--- src/logic/axi_snoop_pkg.sv ---
`default_nettype none

package axi_snoop_pkg;

  // bus widths of the AXI4-Lite link being snooped
  localparam int ADDR_W = 32;
  localparam int DATA_W = 32;
  localparam int STRB_W = DATA_W / 8;
  localparam int RESP_W = 2;

  // the stream side carries one 64-bit word per channel event
  localparam int STREAM_W = 64;
  localparam int STREAM_STRB_W = STREAM_W / 8;

  // width of the tag at the top of every stream word
  localparam int KIND_W = 3;

  // zero fill between the tag and the address in a header word
  localparam int HDR_PAD_W = STREAM_W - KIND_W - ADDR_W;

  // zero fill between the strobe and the data in a beat word
  localparam int BEAT_PAD_W = STREAM_W - KIND_W - RESP_W - 3 - STRB_W - DATA_W;

  // address channel payload, shared by AR and AW
  typedef struct packed {
    logic [ADDR_W-1:0] addr;
    logic [2:0]        prot;
  } ax_chan_t;

  // write data payload
  typedef struct packed {
    logic [DATA_W-1:0] data;
    logic [STRB_W-1:0] strb;
  } w_chan_t;

  // read data payload with its response
  typedef struct packed {
    logic [DATA_W-1:0] data;
    logic [RESP_W-1:0] resp;
  } r_chan_t;

  // write response payload
  typedef struct packed {
    logic [RESP_W-1:0] resp;
  } b_chan_t;

  // tag naming the AXI channel that produced a stream word
  // the encoding matches the channel order used by the capture side
  typedef enum logic [KIND_W-1:0] {
    NONE = 3'd0,
    AR   = 3'd1,
    R    = 3'd2,
    AW   = 3'd3,
    W    = 3'd4,
    B    = 3'd5
  } stream_kind_e;

  // header view used for AR and AW events
  // the address sits in the low 32 bits so a sink can read it without shifting
  typedef struct packed {
    stream_kind_e         kind;
    logic [HDR_PAD_W-1:0] zero;
    logic [ADDR_W-1:0]    addr;
  } stream_hdr_t;

  // beat view used for R, W and B events
  // resp and strb live in the upper bytes, data in the low 32 bits
  typedef struct packed {
    stream_kind_e          kind;
    logic [RESP_W-1:0]     resp;
    logic [2:0]            zero_hi;
    logic [STRB_W-1:0]     strb;
    logic [BEAT_PAD_W-1:0] zero_lo;
    logic [DATA_W-1:0]     data;
  } stream_beat_t;

  // one stream word, read either as a header or as a beat
  // the kind field lands on the same bits in both views, so a sink
  // decodes the tag first and then picks the view
  typedef union packed {
    stream_hdr_t  hdr;
    stream_beat_t beat;
  } stream_word_u;

endpackage

`default_nettype wire

--- src/logic/axi_snoop_top.sv ---
`timescale 1ns/100ps
`default_nettype none

module axi_snoop_top (
  input  wire                              clk,
  input  wire                              resetn,
  // upstream side, facing the AXI4-Lite master
  input  wire axi_snoop_pkg::ax_chan_t     snoop_ar,
  input  wire axi_snoop_pkg::ax_chan_t     snoop_aw,
  input  wire axi_snoop_pkg::w_chan_t      snoop_w,
  output axi_snoop_pkg::r_chan_t           snoop_r,
  output axi_snoop_pkg::b_chan_t           snoop_b,
  input  wire                              snoop_arvalid,
  input  wire                              snoop_awvalid,
  input  wire                              snoop_wvalid,
  input  wire                              snoop_rready,
  input  wire                              snoop_bready,
  output logic                             snoop_arready,
  output logic                             snoop_awready,
  output logic                             snoop_wready,
  output logic                             snoop_rvalid,
  output logic                             snoop_bvalid,
  // downstream side, facing the AXI4-Lite slave
  output axi_snoop_pkg::ax_chan_t          fwd_ar,
  output axi_snoop_pkg::ax_chan_t          fwd_aw,
  output axi_snoop_pkg::w_chan_t           fwd_w,
  input  wire axi_snoop_pkg::r_chan_t      fwd_r,
  input  wire axi_snoop_pkg::b_chan_t      fwd_b,
  output logic                             fwd_arvalid,
  output logic                             fwd_awvalid,
  output logic                             fwd_wvalid,
  output logic                             fwd_rready,
  output logic                             fwd_bready,
  input  wire                              fwd_arready,
  input  wire                              fwd_awready,
  input  wire                              fwd_wready,
  input  wire                              fwd_rvalid,
  input  wire                              fwd_bvalid,
  // AXI-Stream copy of every channel event
  output axi_snoop_pkg::stream_word_u      stream_tdata,
  output logic [axi_snoop_pkg::STREAM_STRB_W-1:0] stream_tstrb,
  output logic                             stream_tlast,
  output logic                             stream_tvalid,
  input  wire                              stream_tready
);
  import axi_snoop_pkg::*;

  // handshake between the sequencer and the packer
  logic         slot_free;
  logic         capture;
  stream_kind_e capture_kind;

  // payloads cross the snooper without any register stage
  // only the valid and ready wires are gated by the sequencer
  assign fwd_ar  = snoop_ar;
  assign fwd_aw  = snoop_aw;
  assign fwd_w   = snoop_w;
  assign snoop_r = fwd_r;
  assign snoop_b = fwd_b;

  // port names of the sequencer match the top level one to one
  snoop_sequencer sequencer_i (.*);

  // the packer sees the same payload that is handshaking on the bus
  stream_packer packer_i (
    .clk           (clk),
    .resetn        (resetn),
    .capture       (capture),
    .capture_kind  (capture_kind),
    .ar            (snoop_ar),
    .aw            (snoop_aw),
    .w             (snoop_w),
    .r             (fwd_r),
    .b             (fwd_b),
    .stream_tready (stream_tready),
    .stream_tdata  (stream_tdata),
    .stream_tstrb  (stream_tstrb),
    .stream_tlast  (stream_tlast),
    .stream_tvalid (stream_tvalid),
    .slot_free     (slot_free)
  );

endmodule

`default_nettype wire

--- src/logic/snoop_sequencer.sv ---
`timescale 1ns/100ps
`default_nettype none

module snoop_sequencer (
  input  wire                         clk,
  input  wire                         resetn,
  // raw valid and ready from both AXI sides
  input  wire                         snoop_arvalid,
  input  wire                         snoop_awvalid,
  input  wire                         snoop_wvalid,
  input  wire                         snoop_rready,
  input  wire                         snoop_bready,
  input  wire                         fwd_arready,
  input  wire                         fwd_awready,
  input  wire                         fwd_wready,
  input  wire                         fwd_rvalid,
  input  wire                         fwd_bvalid,
  // gated valid and ready towards both AXI sides
  output logic                        fwd_arvalid,
  output logic                        fwd_awvalid,
  output logic                        fwd_wvalid,
  output logic                        fwd_rready,
  output logic                        fwd_bready,
  output logic                        snoop_arready,
  output logic                        snoop_awready,
  output logic                        snoop_wready,
  output logic                        snoop_rvalid,
  output logic                        snoop_bvalid,
  // stream packer handshake
  input  wire                         slot_free,
  output logic                        capture,
  output axi_snoop_pkg::stream_kind_e capture_kind
);
  import axi_snoop_pkg::*;

  // where the single outstanding transaction currently stands
  typedef enum logic [1:0] {
    IDLE,
    RD_DATA,
    WR_DATA,
    WR_RESP
  } seq_state_e;

  seq_state_e state;

  // set when the last address grant went to AR
  logic last_grant_ar;

  // one permit per channel, all of them blocked while the stream word is stuck
  logic permit_ar;
  logic permit_aw;
  logic permit_w;
  logic permit_r;
  logic permit_b;

  // completed handshakes, seen identically on both sides of the snooper
  logic ar_hs;
  logic aw_hs;
  logic w_hs;
  logic r_hs;
  logic b_hs;

  // in IDLE an address channel is allowed unless the other one is also
  // waiting and it is the other one's turn
  assign permit_ar = slot_free && (state == IDLE) && (!snoop_awvalid || !last_grant_ar);
  assign permit_aw = slot_free && (state == IDLE) && (!snoop_arvalid || last_grant_ar);
  assign permit_r  = slot_free && (state == RD_DATA);
  assign permit_w  = slot_free && (state == WR_DATA);
  assign permit_b  = slot_free && (state == WR_RESP);

  // valid follows its source, ready follows its sink, both only under a permit
  assign fwd_arvalid   = snoop_arvalid && permit_ar;
  assign snoop_arready = fwd_arready && permit_ar;
  assign fwd_awvalid   = snoop_awvalid && permit_aw;
  assign snoop_awready = fwd_awready && permit_aw;
  assign fwd_wvalid    = snoop_wvalid && permit_w;
  assign snoop_wready  = fwd_wready && permit_w;
  // response channels flow the other way
  assign snoop_rvalid  = fwd_rvalid && permit_r;
  assign fwd_rready    = snoop_rready && permit_r;
  assign snoop_bvalid  = fwd_bvalid && permit_b;
  assign fwd_bready    = snoop_bready && permit_b;

  assign ar_hs = fwd_arvalid && fwd_arready;
  assign aw_hs = fwd_awvalid && fwd_awready;
  assign w_hs  = fwd_wvalid && fwd_wready;
  assign r_hs  = fwd_rvalid && fwd_rready;
  assign b_hs  = fwd_bvalid && fwd_bready;

  // the permits are mutually exclusive, so at most one handshake per cycle
  always_comb begin
    capture      = ar_hs || aw_hs || w_hs || r_hs || b_hs;
    capture_kind = NONE;
    if (ar_hs) begin
      capture_kind = AR;
    end else if (aw_hs) begin
      capture_kind = AW;
    end else if (w_hs) begin
      capture_kind = W;
    end else if (r_hs) begin
      capture_kind = R;
    end else if (b_hs) begin
      capture_kind = B;
    end
  end

  // state moves on the handshake edge, a stalled channel just holds it
  always_ff @(posedge clk) begin
    if (!resetn) begin
      state <= IDLE;
      // pretend AW won last so the first contested grant goes to AR
      last_grant_ar <= 1'b0;
    end else begin
      case (state)
        IDLE: begin
          if (ar_hs) begin
            state         <= RD_DATA;
            last_grant_ar <= 1'b1;
          end else if (aw_hs) begin
            state         <= WR_DATA;
            last_grant_ar <= 1'b0;
          end
        end
        RD_DATA: begin
          if (r_hs) begin
            state <= IDLE;
          end
        end
        WR_DATA: begin
          if (w_hs) begin
            state <= WR_RESP;
          end
        end
        WR_RESP: begin
          if (b_hs) begin
            state <= IDLE;
          end
        end
        default: begin
          state <= IDLE;
        end
      endcase
    end
  end

endmodule

`default_nettype wire

--- src/logic/stream_packer.sv ---
`timescale 1ns/100ps
`default_nettype none

module stream_packer (
  input  wire                                     clk,
  input  wire                                     resetn,
  input  wire                                     capture,
  input  wire axi_snoop_pkg::stream_kind_e        capture_kind,
  // payloads of all five channels, only the captured one is used
  input  wire axi_snoop_pkg::ax_chan_t            ar,
  input  wire axi_snoop_pkg::ax_chan_t            aw,
  input  wire axi_snoop_pkg::w_chan_t             w,
  input  wire axi_snoop_pkg::r_chan_t             r,
  input  wire axi_snoop_pkg::b_chan_t             b,
  input  wire                                     stream_tready,
  output axi_snoop_pkg::stream_word_u             stream_tdata,
  output logic [axi_snoop_pkg::STREAM_STRB_W-1:0] stream_tstrb,
  output logic                                    stream_tlast,
  output logic                                    stream_tvalid,
  output logic                                    slot_free
);
  import axi_snoop_pkg::*;

  // next word, strobe and last flag, built from the captured channel
  stream_word_u             word_d;
  logic [STREAM_STRB_W-1:0] strb_d;
  logic                     last_d;

  always_comb begin
    word_d = '0;
    strb_d = '0;
    last_d = 1'b0;
    // the top byte holds the tag and is meaningful in every word
    strb_d[STREAM_STRB_W-1] = 1'b1;
    case (capture_kind)
      AR: begin
        word_d.hdr.kind       = AR;
        word_d.hdr.addr       = ar.addr;
        strb_d[STRB_W-1:0]    = '1;
      end
      AW: begin
        word_d.hdr.kind       = AW;
        word_d.hdr.addr       = aw.addr;
        strb_d[STRB_W-1:0]    = '1;
      end
      R: begin
        word_d.beat.kind      = R;
        word_d.beat.resp      = r.resp;
        word_d.beat.data      = r.data;
        strb_d[STRB_W-1:0]    = '1;
        // a read ends with its data beat
        last_d                = 1'b1;
      end
      W: begin
        word_d.beat.kind      = W;
        word_d.beat.strb      = w.strb;
        word_d.beat.data      = w.data;
        // byte 6 carries the copied write strobe
        strb_d[STREAM_STRB_W-2] = 1'b1;
        // only the bytes the master actually wrote are valid data
        strb_d[STRB_W-1:0]    = w.strb;
      end
      B: begin
        // resp sits in the tag byte, so no data byte is marked
        word_d.beat.kind      = B;
        word_d.beat.resp      = b.resp;
        last_d                = 1'b1;
      end
      default: begin
        word_d = '0;
      end
    endcase
  end

  // a new word may enter when the output is empty or is leaving this cycle
  assign slot_free = !stream_tvalid || stream_tready;

  // valid drops once the sink takes the word, unless a new one arrives
  always_ff @(posedge clk) begin
    if (!resetn) begin
      stream_tvalid <= 1'b0;
    end else if (capture) begin
      stream_tvalid <= 1'b1;
    end else if (stream_tready) begin
      stream_tvalid <= 1'b0;
    end
  end

  // the word itself only changes on capture, so it stays put under back-pressure
  always_ff @(posedge clk) begin
    if (capture) begin
      stream_tdata <= word_d;
      stream_tstrb <= strb_d;
      stream_tlast <= last_d;
    end
  end

endmodule

`default_nettype wire

--- config.mk ---
export PLATFORM = sky130hd
export DESIGN_NAME = axi_snoop_top
export DESIGN_NICKNAME = d
export VERILOG_FILES = /design/src/logic/axi_snoop_pkg.sv /design/src/logic/axi_snoop_top.sv /design/src/logic/snoop_sequencer.sv /design/src/logic/stream_packer.sv
export SDC_FILE = /design/constraint.sdc
export NUM_CORES = 1
export LEC_CHECK = 0
export ABC_AREA = 1
export BUFFER_PORTS_ARGS = -buffer_cell sky130_fd_sc_hd__buf_2
export CORE_AREA = 2 2 149 151
export DETAILED_ROUTE_END_ITERATION = 10
export DIE_AREA = 0 0 151 153
export GPL_ROUTABILITY_DRIVEN = 0
export GPL_TIMING_DRIVEN = 0
export PLACE_DENSITY = 0.56
export RECOVER_POWER = 100
export SLEW_MARGIN = 15
export SYNTH_ARGS = -nofsm -noshare
export SYNTH_HDL_FRONTEND = slang
export SYNTH_SLANG_ARGS = --single-unit
--- constraint.sdc ---
create_clock -name clk -period 2.46 [get_ports clk]
set_input_delay 0.123 -clock clk [delete_from_list [all_inputs] [get_ports clk]]
set_output_delay 0.123 -clock clk [all_outputs]
set_load 0.005 [all_outputs]
==> impl_metrics.yaml <==
logic_synthesis:
  avgSynthCellArea_um2: 8.20
  synth_cells: 483
  ys_types: 21
  synth_seq_cells: 51
  ys_seq_area_share_pct: 37.7
  synth_area_um2: 3960
  yosys_warnings: 0
global_route:
  busiest_layer: "met2"
  grt.total_usage_pct: 13.0
  grt_pass1_vias: 4001
  use_met3_pct: 3.19
  grtUsageMet2_pct: 24.7
  grt_use_met1_pct: 14.3
  antenna_found_initial: 2
  grt_max_degree: 25
  grt_pass1_wl_um: 22300
  grt_overflow: 0
routing:
  drt-total-wl_um: 16300
  drtPass1Iterations: 4
  drtAntennaViolNets: 0
  drcViolationCount: 0
  wl_per_cell_um: 14.2
  drt_iter0_drc: 149
  vias_per_cell: 3.76
  route.vias.total: 4308
setup_path:
  reg2reg_depth: 8
  arrival_ps: 2280
  critical_path_class: "reg -> reg"
  crit_cells: 8
  cp_max_fo: 10
  worst_path_most_repeated_cell: "nand2_1"
  critPathMaxStageDelay_ps: 420
  cp_num_buf_inv: 2
  worstSetupStartpointType: "flop"
  cp_cell_sequence: "nand2_2, nand2_1, nor2_1, nand3_2, clkinvlp_2, buf_4, nand2_1, nand4_1"
  cpMaxStageDelayCell: "clkinvlp_2"
  worstPathRequired_ps: 2490
  crit_family: "simple AND/OR/NAND/NOR gates"
  end_kind: "flop"
finish:
  stdcell_count: 1145
  drive_gt1_share_pct: 45.3
  finalNetCount: 1018
  syn2layout_area_growth_pct: 53.3
  final_core_util_pct: 28.3
sta:
  finalMaxSlewViolations: 0
  timing.final.crit_share_pct: 91.2
  worst_pin_slew_ps: 584
  fin_crit_ps: 2240
  grt_setup_unrepaired: "no"
  tns_ps: 0
  relSlewSlack_pct: 61.0
  hold_viol_final: 0
  skew_ps: 8.01
  max_freq_mhz: 446
  setup_viol: 0
  hold_ws_ps: 83.2
  layout_setup_ws_ps: 216
clock_tree:
  cts_sinks: 51
  numCtsBuffers: 5
  root_buffer: "clkbuf_16"
  cts_setup_buffers: 0
  holdBufCountCts: 0
  path_clk_slew_ps: 70
  cts.htree.levels: 2
  cts_tree: "yes"
  clk_latency_ps: 300
  ctsResizeCount: 0
  clock_path_buffers: 2
die:
  die_h_um: 153
  rows: 54
  coreArea_um2: 21500
  ios: 381
  start_util_pct: 18.4
  dieArea_um2: 23100
  die_w_um: 151
pwr:
  netSwitchingFraction_pct: 30.4
  p_leak_nw: 3.02
  pwr-share-comb_pct: 32.4
  switchingPower_mw: 0.831
  power.density_nw_per_um2: 450
  vdd_drop_max_uv: 224
  p_clk_share_pct: 26.1
  p_seq_share_pct: 41.5
  p_int_mw: 1.90
status:
  status: "complete, no violations"
placed_design:
  hpwl_um: 13800
  pre_cts_ws_ps: 283
  placed_cells: 1136
  io_buffers: 348
min_path:
  hold_path_class: "in -> reg"
  holdPathStages: 3
run:
  max_cap_viol_count: 0
-- cell usage in the layout, fill, tap and decap left out, drive strengths merged --
master and instances:
a21oi 3, buf 336, clkbuf 200, clkinv 1, clkinvlp 3, conb 26
dfxtp 4, diode 1, edfxtp 47, inv 23, nand2 151, nand3 8
nand4 35, nor2 21, nor3 2, o21ai 4
-- worst register-to-register path, cell delays in order (launching register included) --
cell	delay, ps
dfxtp_1	390
nand2_2	160
nand2_1	170
nor2_1	80
nand3_2	130
clkinvlp_2	420
buf_4	370
nand2_1	140
nand4_1	120
-- metal layers --
layer,share of wire [%],up-vias
met5,0.080,-
met4,1.7,2
met3,8.9,15
met2,51,235
met1,38,1933
li1,-,2123
-- kinds of logic after synthesis --
logic type	count (synthesis)	synth area share, %
compound gates	7	0.884
simple gates	217	24.2
flops	51	37.7
buf+inv	206	37.0
other cells	2	0.190
-- cells in the mapped netlist --
| master | count | area [um2] |
|---|---|---|
| buf_4 | 171 | 1280 |
| nand2_1 | 149 | 559 |
| edfxtp_1 | 47 | 1410 |
| nand4_1 | 33 | 206 |
| inv_1 | 21 | 78.8 |
| nor2_1 | 16 | 60.1 |
| buf_6 | 6 | 67.6 |
| nand3_1 | 6 | 30.0 |
| buf_2 | 4 | 20.0 |
| dfxtp_1 | 4 | 80.1 |
| nor2_2 | 4 | 25.0 |
| o21ai_0 | 4 | 20.0 |
| a21oi_1 | 3 | 15.0 |
| clkinv_2 | 2 | 10.0 |
| conb_1 | 2 | 7.51 |
| inv_2 | 2 | 7.51 |
| nand2_2 | 2 | 12.5 |
| nand3_2 | 2 | 20.0 |
| nand4_2 | 2 | 25.0 |
| nor3_1 | 2 | 10.0 |
| nor2_4 | 1 | 11.3 |
-- state kept, by name, indices dropped and copies added (netlist names) --
name / flops
packer_i.stream_tstrb: 5
sequencer_i.state: 2
sequencer_i.last_grant_ar: 1
packer_i.stream_tvalid: 1
packer_i.stream_tlast: 1
packer_i.stream_tdata: 41
-- worst paths after layout --
check                       startpoint                   endpoint  slack [ps]
min reg2reg  sequencer_i.last_grant_ar  sequencer_i.last_grant_ar         490
max reg2reg     packer_i.stream_tvalid  packer_i.stream_tdata[12]         220
max             packer_i.stream_tvalid  packer_i.stream_tdata[12]         220
min                             resetn       sequencer_i.state[0]          80
-- through the flow --
step	power, mW	cell area, um2
after detailed placement	2.12	6160
after floorplan	1.60	4050
after CTS	2.85	6300
final	2.73	6070
after global routing	2.89	6070
after global placement	2.11	6140
-- final cells by class --
class	instances	area (um2)
timing repair buffer	349	1570
tap	280	350
clock inverter	2	12.5
multi-input combinational	250	1070
antenna	1	2.50
fill	2473	15400
inverter	25	96.3
buffer	181	1350
clock buffer	6	129
sequential	51	1490
-- power by group through the flow --
| stage | combinational, mW | clock, mW | sequential [mW] |
|---|---|---|---|
| final | 0.885 | 0.713 | 1.14 |
| after detailed placement | 0.963 | 0 | 1.15 |
| after global routing | 0.981 | 0.765 | 1.15 |
| after floorplan | 0.426 | 0 | 1.17 |
| after global placement | 0.949 | 0 | 1.16 |
| after CTS | 0.967 | 0.748 | 1.14 |
(Power assumes the default switching activity.)
